`src/common/audio_pkg.sv`:
```
`default_nettype none

package audio_pkg;

    // ------------------------------
    // Sample widths
    // ------------------------------

    localparam mic_bits   = 24;
    localparam audio_bits = 16;

    typedef logic signed [mic_bits   - 1:0] mic_sample_t;
    typedef logic signed [audio_bits - 1:0] audio_sample_t;

    // ------------------------------
    // Mixing constants
    // ------------------------------

    // Drops the low microphone bits to land in the codec range
    localparam mic_shift = 8;

    localparam audio_sample_t audio_max = 16'sh7fff;
    localparam audio_sample_t audio_min = 16'sh8000;

endpackage

`default_nettype wire

```
`src/common/board_pkg.sv`:
```
`default_nettype none

package board_pkg;

    // ------------------------------
    // Board I/O geometry
    // ------------------------------

    localparam w_key   = 4;
    localparam w_sw    = 8;
    localparam w_digit = 8;

    // ------------------------------
    // Display types
    // ------------------------------

    // Bit 0 is segment a, bit 6 is segment g
    typedef logic [6:0] segments_t;

endpackage

`default_nettype wire
```
`src/common/sample_if.sv`:
```
`timescale 1ns/1ps
`default_nettype none

// Sample stream with valid/ready handshake
interface sample_if
#(
    parameter type sample_t = logic [15:0]
);

    logic    valid;
    logic    ready;
    sample_t data;

    // One-cycle pulse when the source lost a sample
    logic    overrun;

    modport source
    (
        output valid,
        output data,
        output overrun,
        input  ready
    );

    modport sink
    (
        input  valid,
        input  data,
        input  overrun,
        output ready
    );

endinterface

`default_nettype wire

```
`src/source/board_top.sv`:
```
`timescale 1ns/1ps
`default_nettype none

module board_top
#(
    parameter sck_div          = 8,
              bclk_div         = 32,
              tone_half_period = 50
)
(
    input  wire                            clk,
    input  wire                            rst,

    input  wire  [board_pkg::w_key - 1:0]  key,
    input  wire  [board_pkg::w_sw  - 1:0]  sw,
    output logic [board_pkg::w_sw  - 1:0]  led,

    input  wire                            mic_sd,
    output logic                           mic_sck,
    output logic                           mic_ws,
    output logic                           mic_lr,

    output board_pkg::segments_t           hex0,
    output board_pkg::segments_t           hex1,
    output board_pkg::segments_t           hex2,
    output board_pkg::segments_t           hex3,
    output board_pkg::segments_t           hex4,
    output board_pkg::segments_t           hex5,
    output board_pkg::segments_t           hex6,
    output board_pkg::segments_t           hex7,

    output logic                           aud_mclk,
    output logic                           aud_bclk,
    output logic                           aud_lrclk,
    output logic                           aud_sdata
);

    import board_pkg::*;
    import audio_pkg::*;

    // ------------------------------
    // Streams and board-level wires
    // ------------------------------

    sample_if #(.sample_t (mic_sample_t))   mic_bus  ();
    sample_if #(.sample_t (audio_sample_t)) tone_bus ();
    sample_if #(.sample_t (audio_sample_t)) out_bus  ();

    // Keys on the board are active low
    wire tone_enable = ~ key [0];

    wire overrun_seen;

    // Upper two digits stay at zero
    wire [4 * w_digit - 1:0] display_value =
        { {(4 * w_digit - w_sw - audio_bits) {1'b0}}, sw, out_bus.data };

    segments_t [w_digit - 1:0] hex_digits;

    assign led = { {(w_sw - 1) {1'b0}}, overrun_seen };

    assign { hex7, hex6, hex5, hex4, hex3, hex2, hex1, hex0 } = hex_digits;

    // ------------------------------
    // Audio path
    // ------------------------------

    i2s_mic_receiver #(.sck_div (sck_div)) i_mic
    (
        .clk     ( clk      ),
        .rst     ( rst      ),
        .sd      ( mic_sd   ),
        .sck     ( mic_sck  ),
        .ws      ( mic_ws   ),
        .lr      ( mic_lr   ),
        .out_bus ( mic_bus  )
    );

    tone_source #(.tone_half_period (tone_half_period)) i_tone
    (
        .clk       ( clk         ),
        .rst       ( rst         ),
        .enable    ( tone_enable ),
        .amplitude ( sw          ),
        .out_bus   ( tone_bus    )
    );

    audio_mixer i_mixer
    (
        .clk          ( clk          ),
        .rst          ( rst          ),
        .mic_bus      ( mic_bus      ),
        .tone_bus     ( tone_bus     ),
        .out_bus      ( out_bus      ),
        .overrun_seen ( overrun_seen )
    );

    i2s_audio_out #(.bclk_div (bclk_div)) i_codec
    (
        .clk    ( clk       ),
        .rst    ( rst       ),
        .in_bus ( out_bus   ),
        .mclk   ( aud_mclk  ),
        .bclk   ( aud_bclk  ),
        .lrclk  ( aud_lrclk ),
        .sdata  ( aud_sdata )
    );

    // ------------------------------
    // Display
    // ------------------------------

    seven_seg_display i_display
    (
        .clk   ( clk           ),
        .rst   ( rst           ),
        .value ( display_value ),
        .hex   ( hex_digits    )
    );

endmodule

`default_nettype wire

```
`src/display/seven_seg_display.sv`:
```
`timescale 1ns/1ps
`default_nettype none

module seven_seg_display
(
    input  wire                                             clk,
    input  wire                                             rst,
    input  wire  [4 * board_pkg::w_digit - 1:0]             value,
    output board_pkg::segments_t [board_pkg::w_digit - 1:0] hex
);

    import board_pkg::*;

    localparam w_index = w_digit > 1 ? $clog2 (w_digit) : 1;

    logic [w_index - 1:0] digit;
    logic [          3:0] nibble;
    segments_t            pattern;

    assign nibble = value [{ digit, 2'b00 } +: 4];

    // ------------------------------
    // Hex decoder, bit order g to a
    // ------------------------------

    always_comb
    begin
        case (nibble)
        4'h0:    pattern = 7'b011_1111;
        4'h1:    pattern = 7'b000_0110;
        4'h2:    pattern = 7'b101_1011;
        4'h3:    pattern = 7'b100_1111;
        4'h4:    pattern = 7'b110_0110;
        4'h5:    pattern = 7'b110_1101;
        4'h6:    pattern = 7'b111_1101;
        4'h7:    pattern = 7'b000_0111;
        4'h8:    pattern = 7'b111_1111;
        4'h9:    pattern = 7'b110_1111;
        4'ha:    pattern = 7'b111_0111;
        4'hb:    pattern = 7'b111_1100;
        4'hc:    pattern = 7'b011_1001;
        4'hd:    pattern = 7'b101_1110;
        4'he:    pattern = 7'b111_1001;
        default: pattern = 7'b111_0001;
        endcase
    end

    // ------------------------------
    // Scan and sticky registers
    // ------------------------------

    always_ff @ (posedge clk or posedge rst)
    begin
        if (rst)
            digit <= '0;
        else if (digit == w_index' (w_digit - 1))
            digit <= '0;
        else
            digit <= digit + 1'b1;
    end

    // Each digit keeps its pattern until the scan comes back
    always_ff @ (posedge clk or posedge rst)
    begin
        if (rst)
        begin
            hex <= '1;   // All segments off
        end
        else
        begin
            hex [digit] <= ~ pattern;
        end
    end

endmodule

`default_nettype wire

```
`src/source/audio_mixer.sv`:
```
`timescale 1ns/1ps
`default_nettype none

module audio_mixer
(
    input  wire      clk,
    input  wire      rst,
    sample_if.sink   mic_bus,
    sample_if.sink   tone_bus,
    sample_if.source out_bus,
    output logic     overrun_seen
);

    import audio_pkg::*;

    mic_sample_t                mic_value;
    mic_sample_t                mic_scaled;
    audio_sample_t              tone_value;
    logic signed [audio_bits:0] sum;
    audio_sample_t              mixed;
    logic                       space;
    logic                       take;

    assign out_bus.overrun = 1'b0;

    // Output register is free or drains this cycle
    assign space = ~ out_bus.valid | out_bus.ready;
    assign take  = space & mic_bus.valid & tone_bus.valid;

    // Both inputs move together or not at all
    assign mic_bus.ready  = space & tone_bus.valid;
    assign tone_bus.ready = space & mic_bus.valid;

    assign mic_value  = mic_bus.data;
    assign tone_value = tone_bus.data;
    assign mic_scaled = mic_value >>> mic_shift;

    // One extra bit holds the carry for saturation
    assign sum = $signed (mic_scaled [audio_bits:0]) + tone_value;

    always_comb
    begin
        if (sum > audio_max)
            mixed = audio_max;
        else if (sum < audio_min)
            mixed = audio_min;
        else
            mixed = audio_sample_t' (sum);
    end

    always_ff @ (posedge clk or posedge rst)
    begin
        if (rst)
        begin
            out_bus.valid <= 1'b0;
            out_bus.data  <= '0;
            overrun_seen  <= 1'b0;
        end
        else
        begin
            if (take)
            begin
                out_bus.valid <= 1'b1;
                out_bus.data  <= mixed;
            end
            else if (out_bus.ready)
            begin
                out_bus.valid <= 1'b0;
            end

            if (mic_bus.overrun)
                overrun_seen <= 1'b1;
        end
    end

    hold_while_stalled: assert property (
        @ (posedge clk) disable iff (rst)
        out_bus.valid & ~ out_bus.ready |=> out_bus.valid & $stable (out_bus.data)
    );

endmodule

`default_nettype wire

```
`src/source/tone_source.sv`:
```
`timescale 1ns/1ps
`default_nettype none

module tone_source
#(
    parameter tone_half_period = 50
)
(
    input  wire        clk,
    input  wire        rst,
    input  wire        enable,
    input  wire  [7:0] amplitude,
    sample_if.source   out_bus
);

    import audio_pkg::*;

    localparam w_cnt = tone_half_period > 1 ? $clog2 (tone_half_period) : 1;

    logic [w_cnt - 1:0] xfer_cnt;
    logic               level;
    logic               half_done;
    logic               next_level;
    logic               load;
    audio_sample_t      magnitude;

    assign out_bus.overrun = 1'b0;

    assign half_done  = out_bus.valid & out_bus.ready
                      & (xfer_cnt == w_cnt' (tone_half_period - 1));
    assign next_level = level ^ half_done;

    // Fill when empty, refill right after each transfer
    assign load = ~ out_bus.valid | out_bus.ready;

    // Amplitude times 128
    assign magnitude = audio_sample_t' ({ 1'b0, amplitude, 7'b0 });

    always_ff @ (posedge clk or posedge rst)
    begin
        if (rst)
        begin
            xfer_cnt      <= '0;
            level         <= 1'b0;
            out_bus.valid <= 1'b0;
        end
        else
        begin
            out_bus.valid <= 1'b1;
            level         <= next_level;

            if (out_bus.valid & out_bus.ready)
                xfer_cnt <= half_done ? '0 : xfer_cnt + 1'b1;
        end
    end

    always_ff @ (posedge clk)
    begin
        if (load)
        begin
            if (~ enable)
                out_bus.data <= '0;
            else if (next_level)
                out_bus.data <= - magnitude;
            else
                out_bus.data <= magnitude;
        end
    end

endmodule

`default_nettype wire

```
`src/i2s/i2s_audio_out.sv`:
```
`timescale 1ns/1ps
`default_nettype none

module i2s_audio_out
#(
    parameter bclk_div = 32
)
(
    input  wire    clk,
    input  wire    rst,
    sample_if.sink in_bus,
    output logic   mclk,
    output logic   bclk,
    output logic   lrclk,
    output logic   sdata
);

    import audio_pkg::*;

    localparam w_div = bclk_div > 1 ? $clog2 (bclk_div) : 1;

    logic [w_div - 1:0] div_cnt;
    logic               bclk_tick;
    logic               bclk_fall;
    logic [        4:0] bit_cnt;
    logic [        4:0] next_cnt;
    logic [        3:0] slot;
    logic               frame_start;
    audio_sample_t      word;

    assign bclk_tick = div_cnt == w_div' (bclk_div - 1);
    assign bclk_fall = bclk_tick & bclk;

    // Everything on the serial side moves on the falling bclk edge
    assign next_cnt    = bit_cnt + 1'b1;
    assign slot        = next_cnt [3:0];
    assign frame_start = bclk_fall & (next_cnt == '0);

    // One-cycle ready, the sample is taken at frame start only
    assign in_bus.ready = frame_start;

    always_ff @ (posedge clk or posedge rst)
    begin
        if (rst)
        begin
            mclk    <= 1'b0;
            div_cnt <= '0;
            bclk    <= 1'b0;
            bit_cnt <= '1;   // First falling edge opens a frame
            lrclk   <= 1'b0;
            sdata   <= 1'b0;
            word    <= '0;
        end
        else
        begin
            mclk    <= ~ mclk;
            div_cnt <= bclk_tick ? '0 : div_cnt + 1'b1;

            if (bclk_tick)
                bclk <= ~ bclk;

            if (bclk_fall)
            begin
                bit_cnt <= next_cnt;
                lrclk   <= next_cnt [4];

                // Slot 0 of each half still carries the LSB of the word before
                if (slot == 4'd0)
                    sdata <= word [0];
                else
                    sdata <= word [audio_bits - slot];
            end

            // Nothing ready at frame start means a silent frame
            if (frame_start)
                word <= in_bus.valid ? in_bus.data : '0;
        end
    end

endmodule

`default_nettype wire

```
`src/i2s/i2s_mic_receiver.sv`:
```
`timescale 1ns/1ps
`default_nettype none

module i2s_mic_receiver
#(
    parameter sck_div = 8
)
(
    input  wire      clk,
    input  wire      rst,
    input  wire      sd,
    output logic     sck,
    output logic     ws,
    output logic     lr,
    sample_if.source out_bus
);

    import audio_pkg::*;

    localparam w_div = sck_div > 1 ? $clog2 (sck_div) : 1;

    logic [w_div - 1:0] div_cnt;
    logic               sck_tick;
    logic               sck_rise;
    logic               sck_fall;
    logic [        5:0] bit_cnt;
    logic               capture;
    logic               last_bit;
    logic               sample_done;
    mic_sample_t        shift_reg;

    // Microphone answers in the left slot
    assign lr = 1'b0;

    assign sck_tick = div_cnt == w_div' (sck_div - 1);
    assign sck_rise = sck_tick & ~ sck;
    assign sck_fall = sck_tick &   sck;

    // Bit counter counts sck periods, the upper half is the right channel
    assign ws = bit_cnt [5];

    // Data bits sit in periods 1 to 24 of the left half
    assign capture  = sck_rise & (bit_cnt >= 6'd1) & (bit_cnt <= 6' (mic_bits));
    assign last_bit = sck_rise & (bit_cnt == 6' (mic_bits));

    // ------------------------------
    // Serial clocks and handshake
    // ------------------------------

    always_ff @ (posedge clk or posedge rst)
    begin
        if (rst)
        begin
            div_cnt         <= '0;
            sck             <= 1'b0;
            bit_cnt         <= '0;
            sample_done     <= 1'b0;
            out_bus.valid   <= 1'b0;
            out_bus.overrun <= 1'b0;
        end
        else
        begin
            div_cnt <= sck_tick ? '0 : div_cnt + 1'b1;

            if (sck_tick)
                sck <= ~ sck;

            if (sck_fall)
                bit_cnt <= bit_cnt + 1'b1;

            sample_done <= last_bit;

            // The old sample is still waiting, it gets replaced
            out_bus.overrun <= sample_done & out_bus.valid & ~ out_bus.ready;

            if (sample_done)
                out_bus.valid <= 1'b1;
            else if (out_bus.ready)
                out_bus.valid <= 1'b0;
        end
    end

    // ------------------------------
    // Payload
    // ------------------------------

    always_ff @ (posedge clk)
    begin
        if (capture)
            shift_reg <= { shift_reg [mic_bits - 2:0], sd };

        if (sample_done)
            out_bus.data <= shift_reg;
    end

    sck_on_wrap: assert property (
        @ (posedge clk) disable iff (rst)
        $changed (sck) |-> $past (sck_tick)
    );

endmodule

`default_nettype wire

```
`config.mk`:
```
export PLATFORM = sky130hd
export DESIGN_NAME = board_top
export DESIGN_NICKNAME = d
export VERILOG_FILES = /design/src/common/audio_pkg.sv /design/src/common/board_pkg.sv /design/src/common/sample_if.sv /design/src/source/board_top.sv /design/src/display/seven_seg_display.sv /design/src/source/audio_mixer.sv /design/src/source/tone_source.sv /design/src/i2s/i2s_audio_out.sv /design/src/i2s/i2s_mic_receiver.sv
export SDC_FILE = /design/constraint.sdc
export NUM_CORES = 1
export LEC_CHECK = 0
export BUFFER_PORTS_ARGS = -buffer_cell sky130_fd_sc_hd__buf_2
export CORE_ASPECT_RATIO = 1.2
export CORE_UTILIZATION = 45
export CTS_BUF_LIST = sky130_fd_sc_hd__clkbuf_8
export CTS_CLUSTER_SIZE = 40
export DETAILED_ROUTE_END_ITERATION = 16
export PLACE_DENSITY = 0.77
export SYNTH_ARGS = -nofsm -noshare
export SYNTH_HDL_FRONTEND = slang
export SYNTH_SLANG_ARGS = --single-unit
```
`constraint.sdc`:
```
create_clock -name clk -period 3.57 [get_ports clk]
set_clock_uncertainty 0.05 [all_clocks]
set_input_delay 0.1785 -clock clk [delete_from_list [all_inputs] [get_ports clk]]
set_output_delay 0.1785 -clock clk [all_outputs]
set_load 0.05 [all_outputs]
```
==> metrics.md <==
| Metric | Value |
|---|---|
| # rows | 52 |
| Ys flop type | dfrtp_1 |
| Seq/Total Area, Yosys | 59.9% |
| Async SR Flop Fraction | 72.3% |
| RSZ-0062 raised after global routing | no |
| Die width | 123 microns |
| Cell area after synthesis | 0.00793 sq mm |
| Post_cts resized | 0 |
| TNS Setup | 0 ps |
| Vias in the first global route | 4,927 |
| FF-to-FF Start | i_codec.div_cnt[0] |
| Initial antenna violation count | 0 |
| Yosys top cell area share | 21.2% |
| Area of the multi-input gates | 0.00293 sq mm |
| Slowest stage cell, crit path | a211o_4 |
| Outcome | complete, no violations |
| Fillers | 1,480 |
| Gpl congestion | 0.823 |
| Post-synth EDFFs | 49 |
| Arrival time worst endpoint | 3550 ps |
| Fmax | 0.304 GHz |
| Routed Antenna Nets | 0 |
| Hold depth | 3 |
| Ports | 86 |
| Top delay family on crit path | compound AO/OA/AOI/OAI gates |
| Die area | 0.0182 sq mm |
| Worst Tran Pin Value | 1090 ps |
| IO Port Bufs | 74 |
| Grt ovf | 0 |
| Post-CTS setup buffer count | 0 |
| Max reg flops | 56 |
| Initial Util | 46.5% |
| DRT Pass-1 Iters | 5 |
| Worst Min Path Start | sw[0] |
| CP Capture Type | flip-flop |
| Max IR drop VDD | 0.000243 V |
| Layout area overhead | 11.8% |
| CTS tree | built |
| Cells after DPL | 973 |
| P per Cell Area | 399 mW/mm^2 |
| Clock period minus worst slack | 3290 ps |
| CP max stage delay | 500 ps |
| Req. time, crit path | 3830 ps |
| Relative slew slack | 27.1% |
| Yosys reg bits | 177 |
| DP Wirelength | 10,200 microns |
| DRC | 0 |
| R2r setup slk | 280 ps |
| TritonCTS Sinks | 177 |
| Post-Route WL | 14,700 microns |
| Top cells by area, synth | dfrtp_1 (21%), dfstp_2 (20%), edfxtp_1 (19%), nand2_1 (6.1%), ha_1 (4.6%) |
| Max clock buf depth | 2 |
| Post-synth top area cell | dfrtp_1 |
| Most used cell, CP | ha_1 |
| Via density | 5.22 |
| Clk slew on worst S/H paths | 90 ps |
| Clock Tree Root | clkbuf_8 |
| Total number of vias | 5,252 |
| Final nets | 823 |
| Synth warnings | 0 |
| Layout cells sized above 1 | 24.8% |
| Syn Inst Count | 705 |
| Core Area | 0.0170 sq mm |
| Routed len/inst | 14.6 microns |
| Leak Pwr | 3.85 nW |
| Ant diodes | 0 |
| FF-to-FF path depth | 9 |
| Total CTS buffers | 17 |
| Hold_buf cts | 2 |
| Crit path buffers/inverters | 0 |
| CP max FO | 35 |
| Cell breakdown of the critical path | ha_1 -> and3_1 -> ha_1 -> nand2_1 -> a211o_4 -> a2111oi_4 -> xnor2_1 -> or3_1 -> a21oi_1 |
| Die Y | 147 microns |
| Yosys cell types | 60 |
| Slew Viols, Final | 0 |
| Final hold viol count | 0 |
| Finished Layout Cells | 1,007 |
| H-tree depth | 4 |
| Overall Global Routing Usage | 17.5% |
| Worst Hold End | i_tone.out_bus.data[7] |
| Hold WC Path Type | primary input to flip-flop |
| Reg-to-reg critical path endpoint | i_tone.out_bus.data[9] |
| Fin crit share | 92.2% |
| Pin count of the biggest net entering global routing | 77 |
| Setup CP Type | flip-flop to flip-flop |
| DRC marker count from the first detailed-route iteration | 278 |
| Avg Cell Area, Syn | 11.2 sq um |
| Startpoint types | flip-flop |
| Reg area | 0.00475 sq mm |
| First-pass GRT wire length | 24,500 microns |
| Clk_lat worst skew | 460 ps |
| Final setup viols | 0 |
| MaxCap Viol Count | 0 |
==> cell usage in the layout, fill, tap and decap left out, types with 3 or more instances in the layout <==
cell,synthesis,final
edfxtp_1,49,49
mux4_2,5,5
mux2i_1,11,11
conb_1,2,9
and2_1,8,8
nor3b_1,6,6
nor2_1,35,35
o21ai_1,22,22
a211oi_1,3,3
buf_2,3,74
inv_1,18,19
xor2_1,7,7
o31ai_1,3,3
dfrtp_1,67,67
o211ai_1,7,7
mux2_2,6,6
ha_1,29,29
buf_4,9,11
a21o_1,4,4
and3_1,4,4
nand4_1,8,8
a21oi_1,33,32
nand3b_1,4,4
nand2_1,128,128
nand3_1,8,8
dfstp_2,61,61
nor3_1,5,5
nor2b_1,5,5
or3_1,9,9
a22oi_1,3,3
o21ai_0,60,60
clkbuf_8,0,17
a211o_1,3,3
nand2b_1,6,6
or2_2,3,3
xnor2_1,15,15
inv_6,0,4
==> kinds of logic after synthesis <==
logic type                 synth area share, %
AOI/OAI and AO/OA                         11.9
and+or+nand+nor                           13.5
muxes                                     3.80
DFF                                       59.9
adders and majority gates                 4.83
other                                   0.0947
xor gates and xnor gates                  2.43
buffers and inverters                     3.46
==> cell type report <==
cell class	instances	share of cell area, %
inverters	18	0.791
clock inverters	15	1.26
clock buffers	17	2.64
flip-flops and latches	177	53.6
well taps	216	3.05
repair buffers	88	5.56
multi-input cells	476	33.1
==> Yosys cell counts (all sizes together), types with 3 or more instances <==
master	n
a211o	4
inv	18
clkbuf	23
nor3b	6
o211ai	7
edfxtp	49
xor2	7
or2	3
o31ai	3
mux4	5
nor2b	5
a21o	4
mux2	7
o21ai	83
nor3	5
buf	18
dfrtp	67
nand3b	4
a211oi	4
dfstp	61
a21oi	33
nand3	8
xnor2	15
nand2b	6
mux2i	11
ha	29
a22oi	3
and2	8
nand4	8
nor2	35
nand2	128
and3	4
or3	9
==> layer usage <==
layer	wire, microns	global-route usage, %	vias to the layer above
li1	-	-	2603
met1	6780	24.2	2532
met2	7170	26.8	98
met3	512	4.24	19
met4	252	6.08	0
met5	0	0	-
==> report_power, final <==
group,total [mW],internal [mW],switching [mW]
logic,0.191,0.0427,0.148
registers,2.12,2.11,0.00946
clock network,1.22,0.490,0.735
total,3.53,2.64,0.893
==> how the worst max path moves through the flow <==
stage	slack, ps	cells past startpoint	startpoint	to
2_1_floorplan	30	1	rst	i_codec.bclk
3_3_place_gp	380	9	i_codec.div_cnt[0]	i_tone.out_bus.data[14]
3_5_place_dp	290	9	i_codec.div_cnt[0]	i_tone.out_bus.data[11]
4_1_cts	250	9	i_codec.div_cnt[0]	i_tone.out_bus.data[9]
5_1_grt	30	9	i_codec.div_cnt[0]	i_tone.out_bus.data[9]
6_report	280	9	i_codec.div_cnt[0]	i_tone.out_bus.data[9]
==> tightest hold or removal path, delay by kind of cell <==
| kind | cells | cell delay [ps] |
|---|---|---|
| and+or+nand+nor | 1 | 100 |
| buffers and inverters | 2 | 160 |
==> metrics by stage <==
step	util [%]	hold slack, ps	power (mW)	cell area (sq um)	setup slack, ps
after CTS	52.0	5.76	3.58	8860	255
after global placement	49.8	262	2.34	8500	383
final	52.0	41.7	3.53	8860	279
after global routing	52.0	37.3	3.66	8860	29.0
after floorplan	-	227	2.30	7950	29.8
after detailed placement	49.8	266	2.35	8500	292
Note: power is estimated with default switching activity, not from simulation.
